File: src/axi_pkg.sv
`default_nettype none

package axi_pkg;

	localparam int AXI_ADDR_W = 32;
	localparam int AXI_DATA_W = 32;
	localparam int AXI_STRB_W = 4;

	// arprot / awprot encodings
	localparam logic [2:0] PROT_DATA  = 3'b000;
	// instruction access, bit 2 set
	localparam logic [2:0] PROT_INSTR = 3'b100;

	// write address channel payload
	typedef struct packed {
		logic [AXI_ADDR_W-1:0] addr;
		logic [2:0]            prot;
	} axi_aw_t;

	// write data channel payload
	typedef struct packed {
		logic [AXI_DATA_W-1:0] data;
		logic [AXI_STRB_W-1:0] strb;
	} axi_w_t;

	// read address channel payload
	typedef struct packed {
		logic [AXI_ADDR_W-1:0] addr;
		logic [2:0]            prot;
	} axi_ar_t;

endpackage

`default_nettype wire

File: src/mem_pkg.sv
`default_nettype none

package mem_pkg;

	// native bus widths
	localparam int ADDR_W = 32;
	localparam int DATA_W = 32;
	localparam int STRB_W = 4;

	// top address byte of a private-window access
	localparam logic [7:0] PRIV_TAG = 8'hff;

	// private view of an address word
	typedef struct packed {
		logic [7:0]  tag;
		logic [23:0] offset;
	} mem_priv_addr_t;

	// one address word, read raw or as tag plus offset
	typedef union packed {
		logic [ADDR_W-1:0] phys;
		mem_priv_addr_t    priv;
	} mem_addr_u;

	// request as held by a core until ready
	typedef struct packed {
		mem_addr_u         addr;
		logic [DATA_W-1:0] wdata;
		// any strobe bit set means a write
		logic [STRB_W-1:0] wstrb;
		logic              instr;
	} mem_req_t;

	typedef struct packed {
		logic [DATA_W-1:0] rdata;
	} mem_rsp_t;

endpackage

`default_nettype wire
File: src/axi_lite_master.sv
`timescale 1ns/1ps
`default_nettype none

module axi_lite_master import mem_pkg::*, axi_pkg::*; (
	input  logic                  clk,
	input  logic                  resetn,

	// native request from the arbiter
	input  logic                  req_valid_i,
	input  mem_req_t              req_i,
	output logic                  req_done_o,
	output mem_rsp_t              rsp_o,

	// write channels
	output logic                  awvalid_o,
	input  logic                  awready_i,
	output axi_aw_t               aw_o,
	output logic                  wvalid_o,
	input  logic                  wready_i,
	output axi_w_t                w_o,
	input  logic                  bvalid_i,
	output logic                  bready_o,

	// read channels
	output logic                  arvalid_o,
	input  logic                  arready_i,
	output axi_ar_t               ar_o,
	input  logic                  rvalid_i,
	output logic                  rready_o,
	input  logic [AXI_DATA_W-1:0] rdata_i
);

	localparam logic [1:0] S_IDLE  = 2'd0;
	localparam logic [1:0] S_WRITE = 2'd1;
	localparam logic [1:0] S_READ  = 2'd2;
	localparam logic [1:0] S_DONE  = 2'd3;

	logic [1:0]        state_q;
	logic [DATA_W-1:0] rdata_q;
	logic [2:0]        prot;
	logic              start;

	assign prot  = req_i.instr ? PROT_INSTR : PROT_DATA;
	assign start = (state_q == S_IDLE) && req_valid_i;

	// responses are always accepted
	assign bready_o = 1'b1;
	assign rready_o = 1'b1;

	// one cycle in S_DONE per transaction
	assign req_done_o  = (state_q == S_DONE);
	assign rsp_o.rdata = rdata_q;

	always_ff @(posedge clk) begin
		if (!resetn) begin
			state_q   <= S_IDLE;
			awvalid_o <= 1'b0;
			wvalid_o  <= 1'b0;
			arvalid_o <= 1'b0;
		end else begin
			case (state_q)
				S_IDLE: begin
					if (req_valid_i) begin
						if (|req_i.wstrb) begin
							awvalid_o <= 1'b1;
							wvalid_o  <= 1'b1;
							state_q   <= S_WRITE;
						end else begin
							arvalid_o <= 1'b1;
							state_q   <= S_READ;
						end
					end
				end
				S_WRITE: begin
					// aw and w may complete in either order
					if (awready_i)
						awvalid_o <= 1'b0;
					if (wready_i)
						wvalid_o <= 1'b0;
					if (bvalid_i)
						state_q <= S_DONE;
				end
				S_READ: begin
					if (arready_i)
						arvalid_o <= 1'b0;
					if (rvalid_i)
						state_q <= S_DONE;
				end
				default: state_q <= S_IDLE;
			endcase
		end
	end

	// channel payloads latched at start, read data on the R beat
	always_ff @(posedge clk) begin
		if (start) begin
			aw_o <= '{addr: req_i.addr.phys, prot: prot};
			w_o  <= '{data: req_i.wdata, strb: req_i.wstrb};
			ar_o <= '{addr: req_i.addr.phys, prot: prot};
		end
		if ((state_q == S_READ) && rvalid_i)
			rdata_q <= rdata_i;
	end

endmodule

`default_nettype wire

File: config.mk
export PLATFORM = sky130hd
export DESIGN_NAME = axi_lite_master
export DESIGN_NICKNAME = d
export VERILOG_FILES = /design/src/axi_pkg.sv /design/src/mem_pkg.sv /design/src/axi_lite_master.sv
export SDC_FILE = /design/constraint.sdc
export NUM_CORES = 1
export LEC_CHECK = 0
export BUFFER_PORTS_ARGS = -buffer_cell sky130_fd_sc_hd__buf_2
export CORE_MARGIN = 1.5
export CORE_UTILIZATION = 41
export CTS_BUF_LIST = sky130_fd_sc_hd__clkbuf_16
export CTS_CLUSTER_DIAMETER = 120
export DETAILED_ROUTE_END_ITERATION = 12
export HOLD_SLACK_MARGIN = 0.12
export PLACE_DENSITY = 0.84
export SYNTH_ARGS = -nofsm -noshare
export SYNTH_HDL_FRONTEND = slang
export SYNTH_SLANG_ARGS = --single-unit
File: constraint.sdc
create_clock -name clk -period 3.85 [get_ports clk]
set_input_delay 0.1925 -clock clk [delete_from_list [all_inputs] [get_ports clk]]
set_output_delay 0.1925 -clock clk [all_outputs]
set_load 0.02 [all_outputs]
==> run metrics <==
Critical Path Slowest Stage Cell inv_2; Top Ports about 250; vias per cell about 4.5; Sequential Power Share a little under half; drt first pass iters 9; Initial Util between 40% and 50%; Leak 2.68 nW; clock-pin slew on the worst setup and hold paths 70 ps; Tcrit/Tclk final around three fifths; Max-Slew Margin vs Limit ~54%; worst-margin pin slew ~690 ps; clock power share a little under a quarter; ys flop type edfxtp_1; commonest cells after routing, fill and taps aside buf_2 (246), edfxtp_1 (101), dlygate4sd3_1 (101); EDFF count, synth roughly 100; setup tns final 0 ps; Comb power frac a little under a third; Worst Reg2Reg Path Length in Cells 5; Congestion Overflow GR 0; minimum clock period about 2300 ps; Syn Area/Cell roughly 19 um2; clock buffer depth 2; WL/cell 16.1 um; overall power between 0.003 and 0.004 W; ANT nets after route 0; failing checks DRC; CTS buffer count 9; yosys warns 0; hold_buf cts just over 100; Area Growth Syn to Fin 63.5%; Worst Setup End Kind flip-flop; r2r setup slk approximately 1500 ps; # H-tree levels 3; height of the chip 98.7 um; DRC viols 18; Min Hold Slack between 100 and 150 ps; Synth Cell Area approximately 3800 um2; Root Driver clkbuf_16; CP Data Arrival Time approximately 2300 ps; Final setup viols 0; WP data required between 3000 and 4000 ps; Gate Count Post-Synth around 190; FMAX roughly 430 MHz; crit path launch state_q[0]$_SDFFE_PN0P_; pwr/cell area between 500 and 600 nW/um2; RD Place Congestion between 0.8 and 0.9; worst hold path type in2reg; sequential area share after synthesis roughly 83%; IR drop worst, VDD between 0.4 and 0.5 mV; Ant. Diodes 0; Max-cap violations 0; row cnt 34; clock sink count ~110; worst setup path end w_o[9]$_DFFE_PP_; Layout Skew 7.93 ps; asr flop ratio synth 0%; antenna violations before repair 0; postcts setup bufs 0; Slew Viols, Final 0; reg2reg end w_o[9]$_DFFE_PP_; worst path cell trace inv_1, ha_1, nand2_1, inv_2, buf_4; DP HPWL roughly 6400 um; R2R Path Start state_q[0]$_SDFFE_PN0P_; Int Power 0.00236 W; first-pass GRT wire length between 15000 and 20000 um; Initial DRC Count 136; PostCTS Resize Cnt 0; Worst Path Max Fanout 31; CTS tree built; Worst setup SP type flip-flop; largest net degree at the start of global routing 32; most common cell after layout, fill and taps aside buf_2; DIE WIDTH 98.7 um; Routed WL slightly above 10000 um; Layout fillers between 500 and 600; final net count between 600 and 700; RSZ-0062 raised after global routing no; share of layout cells above drive strength 1 about half; Tot GR Track Use slightly above 20%; kind of critical path reg2reg; number of global-route vias before repair ~3000; Die ar. 9750 um2; vias 2834; dpl cells ~510; highest cell delay on the worst timing path about 530 ps; Net Sw Frac between 30% and 40%; status finished with violations; Post-Layout Cell Count 630; switching pwr approximately 0.0012 W; Cell variety after synth 30; Worst-Skew Late Latency 340 ps; Final Hold Fails 0; core area 8810 um2; # port buffers approximately 250; Seq cells post-synth about 110
power groups by stage:
| stage | sequential [W] | combinational, W | clock [W] |
|---|---|---|---|
| final | 0.00165 | 0.00109 | 0.000833 |
| after global routing | 0.00167 | 0.00116 | 0.000894 |
| after CTS | 0.00165 | 0.00108 | 0.000847 |
| after detailed placement | 0.00167 | 0.000998 | 0 |
| after global placement | 0.00166 | 0.000980 | 0 |
| after floorplan | 0.00194 | 0.000441 | 0 |
cell usage after synthesis, drive strengths merged, types with 2 or more instances:
| cell type | number | area (um2) |
|---|---|---|
| ha | 6 | 75.1 |
| nand2 | 8 | 30.0 |
| a21oi | 3 | 15.0 |
| or3 | 2 | 12.5 |
| dfxtp | 5 | 100 |
| nand3 | 2 | 10.0 |
| edfxtp | 101 | 3030 |
| buf | 40 | 298 |
| a21boi | 2 | 15.0 |
| conb | 2 | 7.51 |
| inv | 5 | 18.8 |
kinds of logic (layout without fill, tap and decap cells):
| kind of cell | after synthesis | after routing | share of synthesized area [%] |
|---|---|---|---|
| flops | 106 | 106 | 83.4 |
| buf+inv | 45 | 370 | 8.42 |
| simple gates | 19 | 19 | 3.13 |
| compound gates | 15 | 15 | 2.86 |
| fa+ha+maj | 6 | 6 | 2.00 |
| other cells | 2 | 6 | 0.200 |
layer usage:
layer / share of wire, % / vias up / global-route usage [%]
met2: 56 / 155 / 40.0
met5: 0 / - / 0
met4: 2.8 / 0 / 8.13
li1: - / 1323 / -
met3: 7.9 / 23 / 6.03
met1: 34 / 1333 / 20.5
layout make-up:
type / count / area (um2) / share of cell area (%)
Tap cell: 108 / 135 / 2.20
Clock inverter: 6 / 43.8 / 0.713
Inverter: 5 / 18.8 / 0.305
Clock buffer: 9 / 225 / 3.67
Timing Repair Buffer: 350 / 2260 / 36.9
Multi-Input combinational cell: 46 / 324 / 5.27
Sequential cell: 106 / 3130 / 51.0
worst min-delay path by stage:
stage / start / to / slack (ps) / depth (start not counted)
2_1_floorplan: req_i[44] / ar_o[10]$_DFFE_PP_ / 290 / 0
3_3_place_gp: rdata_i[11] / rsp_o[11]$_DFFE_PP_ / 370 / 1
3_5_place_dp: rdata_i[10] / rsp_o[10]$_DFFE_PP_ / 370 / 1
4_1_cts: req_i[3] / w_o[2]$_DFFE_PP_ / 130 / 1
5_1_grt: req_i[3] / w_o[2]$_DFFE_PP_ / 130 / 1
6_report: req_i[3] / w_o[2]$_DFFE_PP_ / 140 / 1
per-stage QoR:
step	setup WS, ps	cell area [um2]	util (%)
after floorplan	1110	3770	-
after global placement	1610	4860	55.2
after detailed placement	1510	4860	55.2
after CTS	1500	6140	69.8
after global routing	1310	6140	69.8
final	1500	6140	69.8
registers in the layout (all words and copies together) (netlist names):
signal     count
awvalid_o      1
rsp_o         32
ar_o          33
wvalid_o       1
w_o           36
arvalid_o      1
state_q        2
worst max-delay path: cells and delay by family (launching register included):
family	cells	cell delay, ps
flip-flops	1	360
buffers and inverters	3	1110
adder cells (fa/ha/maj)	1	320
AND/OR/NAND/NOR	1	190
Note: power is estimated with default switching activity, not from simulation.
