## src/mem_pkg.sv

```systemverilog
`default_nettype none

package mem_pkg;

	// native bus widths
	localparam int ADDR_W = 32;
	localparam int DATA_W = 32;
	localparam int STRB_W = 4;

	// top address byte of a private-window access
	localparam logic [7:0] PRIV_TAG = 8'hff;

	// private view of an address word
	typedef struct packed {
		logic [7:0]  tag;
		logic [23:0] offset;
	} mem_priv_addr_t;

	// one address word, read raw or as tag plus offset
	typedef union packed {
		logic [ADDR_W-1:0] phys;
		mem_priv_addr_t    priv;
	} mem_addr_u;

	// request as held by a core until ready
	typedef struct packed {
		mem_addr_u         addr;
		logic [DATA_W-1:0] wdata;
		// any strobe bit set means a write
		logic [STRB_W-1:0] wstrb;
		logic              instr;
	} mem_req_t;

	typedef struct packed {
		logic [DATA_W-1:0] rdata;
	} mem_rsp_t;

endpackage

`default_nettype wire
```

## src/mem_port_slice.sv

```systemverilog
`timescale 1ns/1ps
`default_nettype none

module mem_port_slice import mem_pkg::*; #(
	parameter logic [ADDR_W-1:0] PRIV_START = 32'h0001_0000
) (
	input  logic     clk,
	input  logic     resetn,

	// core side
	input  logic     mem_valid_i,
	input  mem_req_t mem_req_i,
	output logic     mem_ready_o,
	output mem_rsp_t mem_rdata_o,

	// arbiter side
	output logic     full_o,
	output mem_req_t req_o,
	input  logic     done_i,
	input  mem_rsp_t rsp_i
);

	logic     full_q;
	logic     capture;
	mem_req_t req_xlat;

	// ready_o high means the core still holds the old request
	assign capture = mem_valid_i && !full_q && !mem_ready_o;
	assign full_o  = full_q;

	// private window remap, the same word decoded as tag plus offset
	always_comb begin
		req_xlat = mem_req_i;
		if (mem_req_i.addr.priv.tag == PRIV_TAG)
			req_xlat.addr.phys = PRIV_START + ADDR_W'(mem_req_i.addr.priv.offset);
	end

	always_ff @(posedge clk) begin
		if (!resetn) begin
			full_q      <= 1'b0;
			mem_ready_o <= 1'b0;
		end else begin
			// ready follows done by one cycle
			mem_ready_o <= done_i;
			if (done_i)
				full_q <= 1'b0;
			else if (capture)
				full_q <= 1'b1;
		end
	end

	// request and read data slots
	always_ff @(posedge clk) begin
		if (capture)
			req_o <= req_xlat;
		if (done_i)
			mem_rdata_o <= rsp_i;
	end

endmodule

`default_nettype wire

```

## config.mk

```make
export PLATFORM = sky130hd
export DESIGN_NAME = mem_port_slice
export DESIGN_NICKNAME = d
export VERILOG_FILES = /design/src/mem_pkg.sv /design/src/mem_port_slice.sv
export SDC_FILE = /design/constraint.sdc
export NUM_CORES = 1
export LEC_CHECK = 0
export ABC_AREA = 1
export BUFFER_PORTS_ARGS = -buffer_cell sky130_fd_sc_hd__clkbuf_2
export CORE_ASPECT_RATIO = 0.6
export CORE_UTILIZATION = 30
export CTS_CLUSTER_SIZE = 16
export DETAILED_ROUTE_END_ITERATION = 12
export SYNTH_ARGS = -nofsm -noshare
export SYNTH_HDL_FRONTEND = slang
export SYNTH_SLANG_ARGS = --single-unit
```

## constraint.sdc

```tcl
create_clock -name clk -period 12.95 [get_ports clk]
set_input_delay 2.59 -clock clk [delete_from_list [all_inputs] [get_ports clk]]
set_output_delay 2.59 -clock clk [all_outputs]
set_load 0.01 [all_outputs]
```

==> results of run 1 <==
-- metrics by stage --
step           power, mW  hold slack, ns  utilization  cells  setup WS (ns)
4_1_cts            0.753           0.575        0.457    542           9.47
3_3_place_gp       0.466           0.570        0.428    526           9.24
6_report           0.742           0.573        0.457    542           9.49
2_1_floorplan      0.427           0.563            -    180           4.74
5_1_grt            0.771           0.657        0.457    542           9.44
3_5_place_dp       0.468           0.561        0.428    526           9.18
-- metal layers --
metal  global-route usage  up-vias  wire, µm
met4               0.0420        0        61
met2                0.199      126      3270
met3               0.0649        6       824
li1                     -     1086         -
met5                    0        -         0
met1                0.150     1017      3230
-- worst reg2reg max path, stage by stage (launching register included) --
cell	delay (ns)
dfxtp_1	0.34
nor3b_2	0.23
buf_4	0.50
-- power groups by stage --
stage	logic [mW]	registers, mW	clock network, mW
final	0.0621	0.397	0.283
after global routing	0.0681	0.399	0.305
after CTS	0.0636	0.397	0.293
after detailed placement	0.0634	0.404	0
after global placement	0.0628	0.404	0
after floorplan	0.00940	0.418	0
-- flip-flops by register name, indices dropped and copies added, names as in the netlist --
| register | cells |
|---|---|
| req_o | 69 |
| mem_rdata_o | 32 |
| full_o | 1 |
| mem_ready_o | 1 |
-- cell type report --
class	count	area [µm²]
multi-input combinational	62	298
sequential	103	3070
inverter	13	48.8
tap	139	174
timing repair buffer	209	1050
fill	964	5890
clock inverter	5	82.6
clock buffer	11	233
-- final timing paths --
kind	slack, ns	end	depth (start not counted)	from
setup / recovery	9.49	mem_rdata_o[12]	1	mem_rdata_o[12]
hold / removal	0.57	full_o	2	full_o
setup reg to reg	11.49	req_o[65]	2	full_o
hold reg to reg	0.57	full_o	2	full_o
-- placed cells by master, fill, tap and decap left out --
cell type and n:
clkbuf_2 207, nand3_1 4, dfxtp_1 2, inv_1 12, nor3b_2 1, clkbuf_16 9
buf_4 2, ha_1 1, edfxtp_1 101, nor2_1 12, nand2_2 1, inv_2 1
clkinv_2 1, o21ai_0 1, clkbuf_1 2, xnor2_1 3, clkinv_4 2, bufinv_16 2
nor2_2 3, o21ai_1 3, xor2_1 1, nand3b_1 2, nand2_1 30
-- cells by family after synthesis --
family / share of synthesized area
buf+inv: 0.0207
compound gates: 0.00582
flops: 0.894
fa+ha+maj: 0.00364
simple gates: 0.0655
xor+xnor: 0.0102
==> results.json, run 1 <==
{
  "root_buffer": "clkbuf_16",
  "dp_hpwl_um": 5700,
  "yosys.area.top_type": "edfxtp_1",
  "drt_wl_total_um": 7390,
  "drt-vias-per-instance": 4.12,
  "async_flop_share": 0,
  "insertion_delay_ns": 0.34,
  "antenna_cells": 0,
  "setup_viol": 0,
  "hold_viol_final": 0,
  "rsz0062_at_grt": "false",
  "synth_edf_count": 101,
  "synth_top_area_share": 0.882,
  "clkSlewWorstSetupHoldPaths_ns": 0.07,
  "placed_area_mm2": 0.00464,
  "min_path_type": "flip-flop to flip-flop",
  "die_y_um": 84.9,
  "cts_tree": "done",
  "cp_slowest_cell": "edfxtp_1",
  "critPathLaunchType": "flip-flop",
  "grt_max_degree": 44,
  "netlist_top_cells_count": "101 x edfxtp_1, 30 x nand2_1, 12 x inv_1, 12 x nor2_1, 4 x nand3_1",
  "die-area_mm2": 0.0119,
  "drt_iter0_drc": 92,
  "ant_nets": 0,
  "num_rows": 29,
  "clock_path_buffers": 2,
  "fin_crit_sh": 0.267,
  "max_freq_mhz": 289,
  "final_cell_area_mm2": 0.00496,
  "numCtsBuffers": 9,
  "synth.distinct_cells": 17,
  "cp_cell_sequence": "clkbuf_2",
  "dieWidth_um": 140,
  "avgSynthCellArea_um2": 19.1,
  "fin_skew_ns": 0.00643,
  "htreeDepth": 3,
  "routabilityCongestion": 0.746,
  "cts_num_sinks": 103,
  "p_sw_frac": 0.208,
  "wl_per_cell_um": 13.6,
  "cts-resized-gates": 0,
  "crit_fanout": 1,
  "area_growth_pct": 44.3,
  "grt_overflow": 0,
  "worstSetupPathType": "flip-flop to primary output",
  "maxCapViolCount": 0,
  "post-cts-setup-buffers": 0,
  "p_int_mw": 0.588,
  "yosysMostFrequentCell": "edfxtp_1",
  "firstDrtPassIters": 4,
  "tightestPinTransition_ns": 0.832,
  "relSlewSlack": 0.446,
  "path_delay_family": "flip-flops",
  "grt_pass1_vias": 2248,
  "endpoint_kind": "primary output",
  "grt_usage": 0.126,
  "synth_fp_nets": 286,
  "outcome": "completed",
  "yosysWarnings": 0,
  "cp_data_arrival_time_ns": 0.87,
  "vdd_drop_max_uv": 63.8,
  "p_per_area_mw_per_mm2": 150,
  "cpPeakStageDelay_ns": 0.39,
  "ioPinCount": 208,
  "cp.buffers_inverters": 1,
  "ys_top_cells_by_area": "edfxtp_1 88%, nand2_1 3.3%, inv_1 1.3%",
  "coreArea_mm2": 0.0108,
  "drc": 0,
  "initial_core_util": 0.317,
  "netlist_area_mm2": 0.00344,
  "seqPwrFrac": 0.534,
  "ys.flop_type": "edfxtp_1",
  "clkPwrFrac": 0.382,
  "syn_inst": 180,
  "ys_seq_area_frac": 0.894,
  "cts_hold_buf": 0,
  "setup_tns_ns": 0,
  "synth.ff_latch_count": 103,
  "p_comb_frac": 0.084,
  "io_buffers": 207,
  "cp.required_ns": 10.36,
  "drive_gt1_frac": 0.568,
  "leakage_nw": 2.22,
  "slew_viol_final": 0,
  "routed-via-count": 2235,
  "antenna_found_initial": 0,
  "nets": 504,
  "grt_pass1_wl_um": 11100,
  "period_minus_slack_ns": 3.46,
  "p_sw_mw": 0.154
}
No activity file was read; power rests on OpenSTA's default activity.
==> run 2, diff against run 1 <==
==> constraint.sdc (replaced) <==
create_clock -name clk -period 3.15 [get_ports clk]
set_input_delay 0.63 -clock clk [delete_from_list [all_inputs] [get_ports clk]]
set_output_delay 0.63 -clock clk [all_outputs]
set_load 0.01 [all_outputs]
==> run 2 against run 1 <==
Wire length increased by 0.61%. Critical path depth unchanged. Sequential share of layout area unchanged. Power increased to 4.0 times the previous value. Clock power increased to 3.9 times the previous value. Global-route usage decreased by 0.062 points. Cell count decreased by 0.18%. Sequential power increased to 4.1 times the previous value. Die area unchanged. Hold slack got worse by 0.11 ns.
==> results.json, run 2 (synthesis gave the netlist of run 1 again) <==
{
  "worstSetupPathType": "flip-flop to primary output",
  "r2r_setup_slack_ns": 1.80,
  "critPathLaunchType": "flip-flop",
  "multi_input_comb_area_um2": 304,
  "numCtsBuffers": 9,
  "root_buffer": "clkbuf_16",
  "num_rows": 29,
  "grt_max_degree": 71,
  "dp_hpwl_um": 5590,
  "drt_wl_total_um": 7430,
  "drt_iter0_drc": 53,
  "final_util": 0.457,
  "grt_pass1_wl_um": 11000,
  "outcome": "completed",
  "initial_core_util": 0.317,
  "ioPinCount": 208,
  "htreeDepth": 3,
  "max_freq_mhz": 654,
  "maxCapViolCount": 0,
  "vdd_drop_max_uv": 244,
  "die_y_um": 84.9,
  "tightestPinTransition_ns": 0.793,
  "cp_slowest_cell": "dfxtp_1",
  "cts_hold_buf": 0,
  "setup_viol": 0,
  "rr_startpoint": "full_o",
  "p_comb_frac": 0.086,
  "clkSlewWorstSetupHoldPaths_ns": 0.07,
  "cp.buffers_inverters": 1,
  "r2r-end": "req_o[11]",
  "nets": 503,
  "cp_data_arrival_time_ns": 0.90,
  "drt-vias-per-instance": 4.11,
  "nFillCells": 963,
  "p_int_mw": 2.35,
  "routed-via-count": 2224,
  "fin_crit_sh": 0.486,
  "seqPwrFrac": 0.543,
  "path_delay_family": "flip-flops",
  "coreArea_mm2": 0.0108,
  "cp-startpoint": "full_o",
  "cp.required_ns": 2.52,
  "grt_usage": 0.126,
  "top_regs": "req_o (69), mem_rdata_o (32)",
  "grt_overflow": 0,
  "area_growth_pct": 44.3,
  "insertion_delay_ns": 0.34,
  "regArea_mm2": 0.00307,
  "setup_tns_ns": 0,
  "cts_num_sinks": 103,
  "slew_viol_final": 0,
  "leakage_nw": 2.21,
  "largest_reg_flops": 69,
  "p_sw_frac": 0.218,
  "period_minus_slack_ns": 1.53,
  "r2r_cells": 2,
  "clock_path_buffers": 2,
  "fin_skew_ns": 0.00597,
  "drc": 0,
  "die-area_mm2": 0.0119,
  "final_cell_area_mm2": 0.00496,
  "path_depth": 1,
  "routabilityCongestion": 0.734,
  "final_common_cell": "clkbuf_2",
  "cp-endpoint": "full_o",
  "p_per_area_mw_per_mm2": 606,
  "antenna_cells": 0,
  "hold_viol_final": 0,
  "drive_gt1_frac": 0.570,
  "antenna_found_initial": 0,
  "relSlewSlack": 0.471,
  "grt_pass1_vias": 2157,
  "rsz0062_at_grt": "false",
  "cp_cell_sequence": "clkbuf_2",
  "cts_tree": "done",
  "placed_area_mm2": 0.00466,
  "wl_per_cell_um": 13.7,
  "cpPeakStageDelay_ns": 0.39,
  "post-cts-setup-buffers": 0,
  "firstDrtPassIters": 4,
  "endpoint_kind": "primary output",
  "io_buffers": 207,
  "min_path_type": "input pin to flip-flop",
  "p_sw_mw": 0.656,
  "final_cell_mix": "207 x clkbuf_2, 101 x edfxtp_1, 30 x nand2_1",
  "crit_fanout": 3,
  "clkPwrFrac": 0.371,
  "cts-resized-gates": 0,
  "ant_nets": 0,
  "top_register": "req_o",
  "dieWidth_um": 140
}
==> run 2: cell count changes in the layout (fill, tap and decap cells not counted), sizes merged <==
cell    before  now
buf          2    1
inv         13   16
clkbuf     218  216
bufinv       2    1
==> run 2: layout make-up <==
cell class | count | share of cell area
timing repair buffer | 208 | 0.213
clock inverter | 7 | 0.0159
tap | 139 | 0.0351
multi-input combinational | 62 | 0.0613
inverter | 13 | 0.00984
clock buffer | 9 | 0.0454
sequential | 103 | 0.620
==> run 2: power groups by stage <==
stage                     combinational (mW)  clock [mW]  sequential [mW]
final                                  0.259        1.11             1.63
after global routing                   0.282        1.21             1.64
after CTS                              0.265        1.17             1.63
after detailed placement               0.264           0             1.66
after global placement                 0.260           0             1.66
after floorplan                       0.0398           0             1.71
==> run 2: worst min-delay path by stage <==
| stage | from | endpoint | slack, ns | cells past startpoint |
|---|---|---|---|---|
| floorplan | full_o | full_o | 0.59 | 2 |
| global placement | full_o | full_o | 0.59 | 2 |
| detailed placement | full_o | full_o | 0.58 | 2 |
| CTS | mem_req_i[16] | req_o[16] | 0.45 | 1 |
| global route | rsp_i[6] | mem_rdata_o[6] | 0.44 | 1 |
| finish | mem_req_i[40] | req_o[40] | 0.46 | 1 |
==> run 2: metrics by stage <==
stage          worst slack [ns]  instances  total power, mW  hold slack, ns
6_report                   1.62        541             3.00           0.462
5_1_grt                    1.57        541             3.13           0.443
3_5_place_dp               1.44        525             1.93           0.579
4_1_cts                    1.59        541             3.06           0.445
3_3_place_gp               1.46        525             1.92           0.591
2_1_floorplan             0.290        180             1.75           0.593
==> run 2: metal layers <==
metal,track usage,wire (µm),vias up
met5,0,0,-
met4,0.0390,81,0
met3,0.0655,929,10
met2,0.200,3490,136
met1,0.147,2940,996
li1,-,-,1082
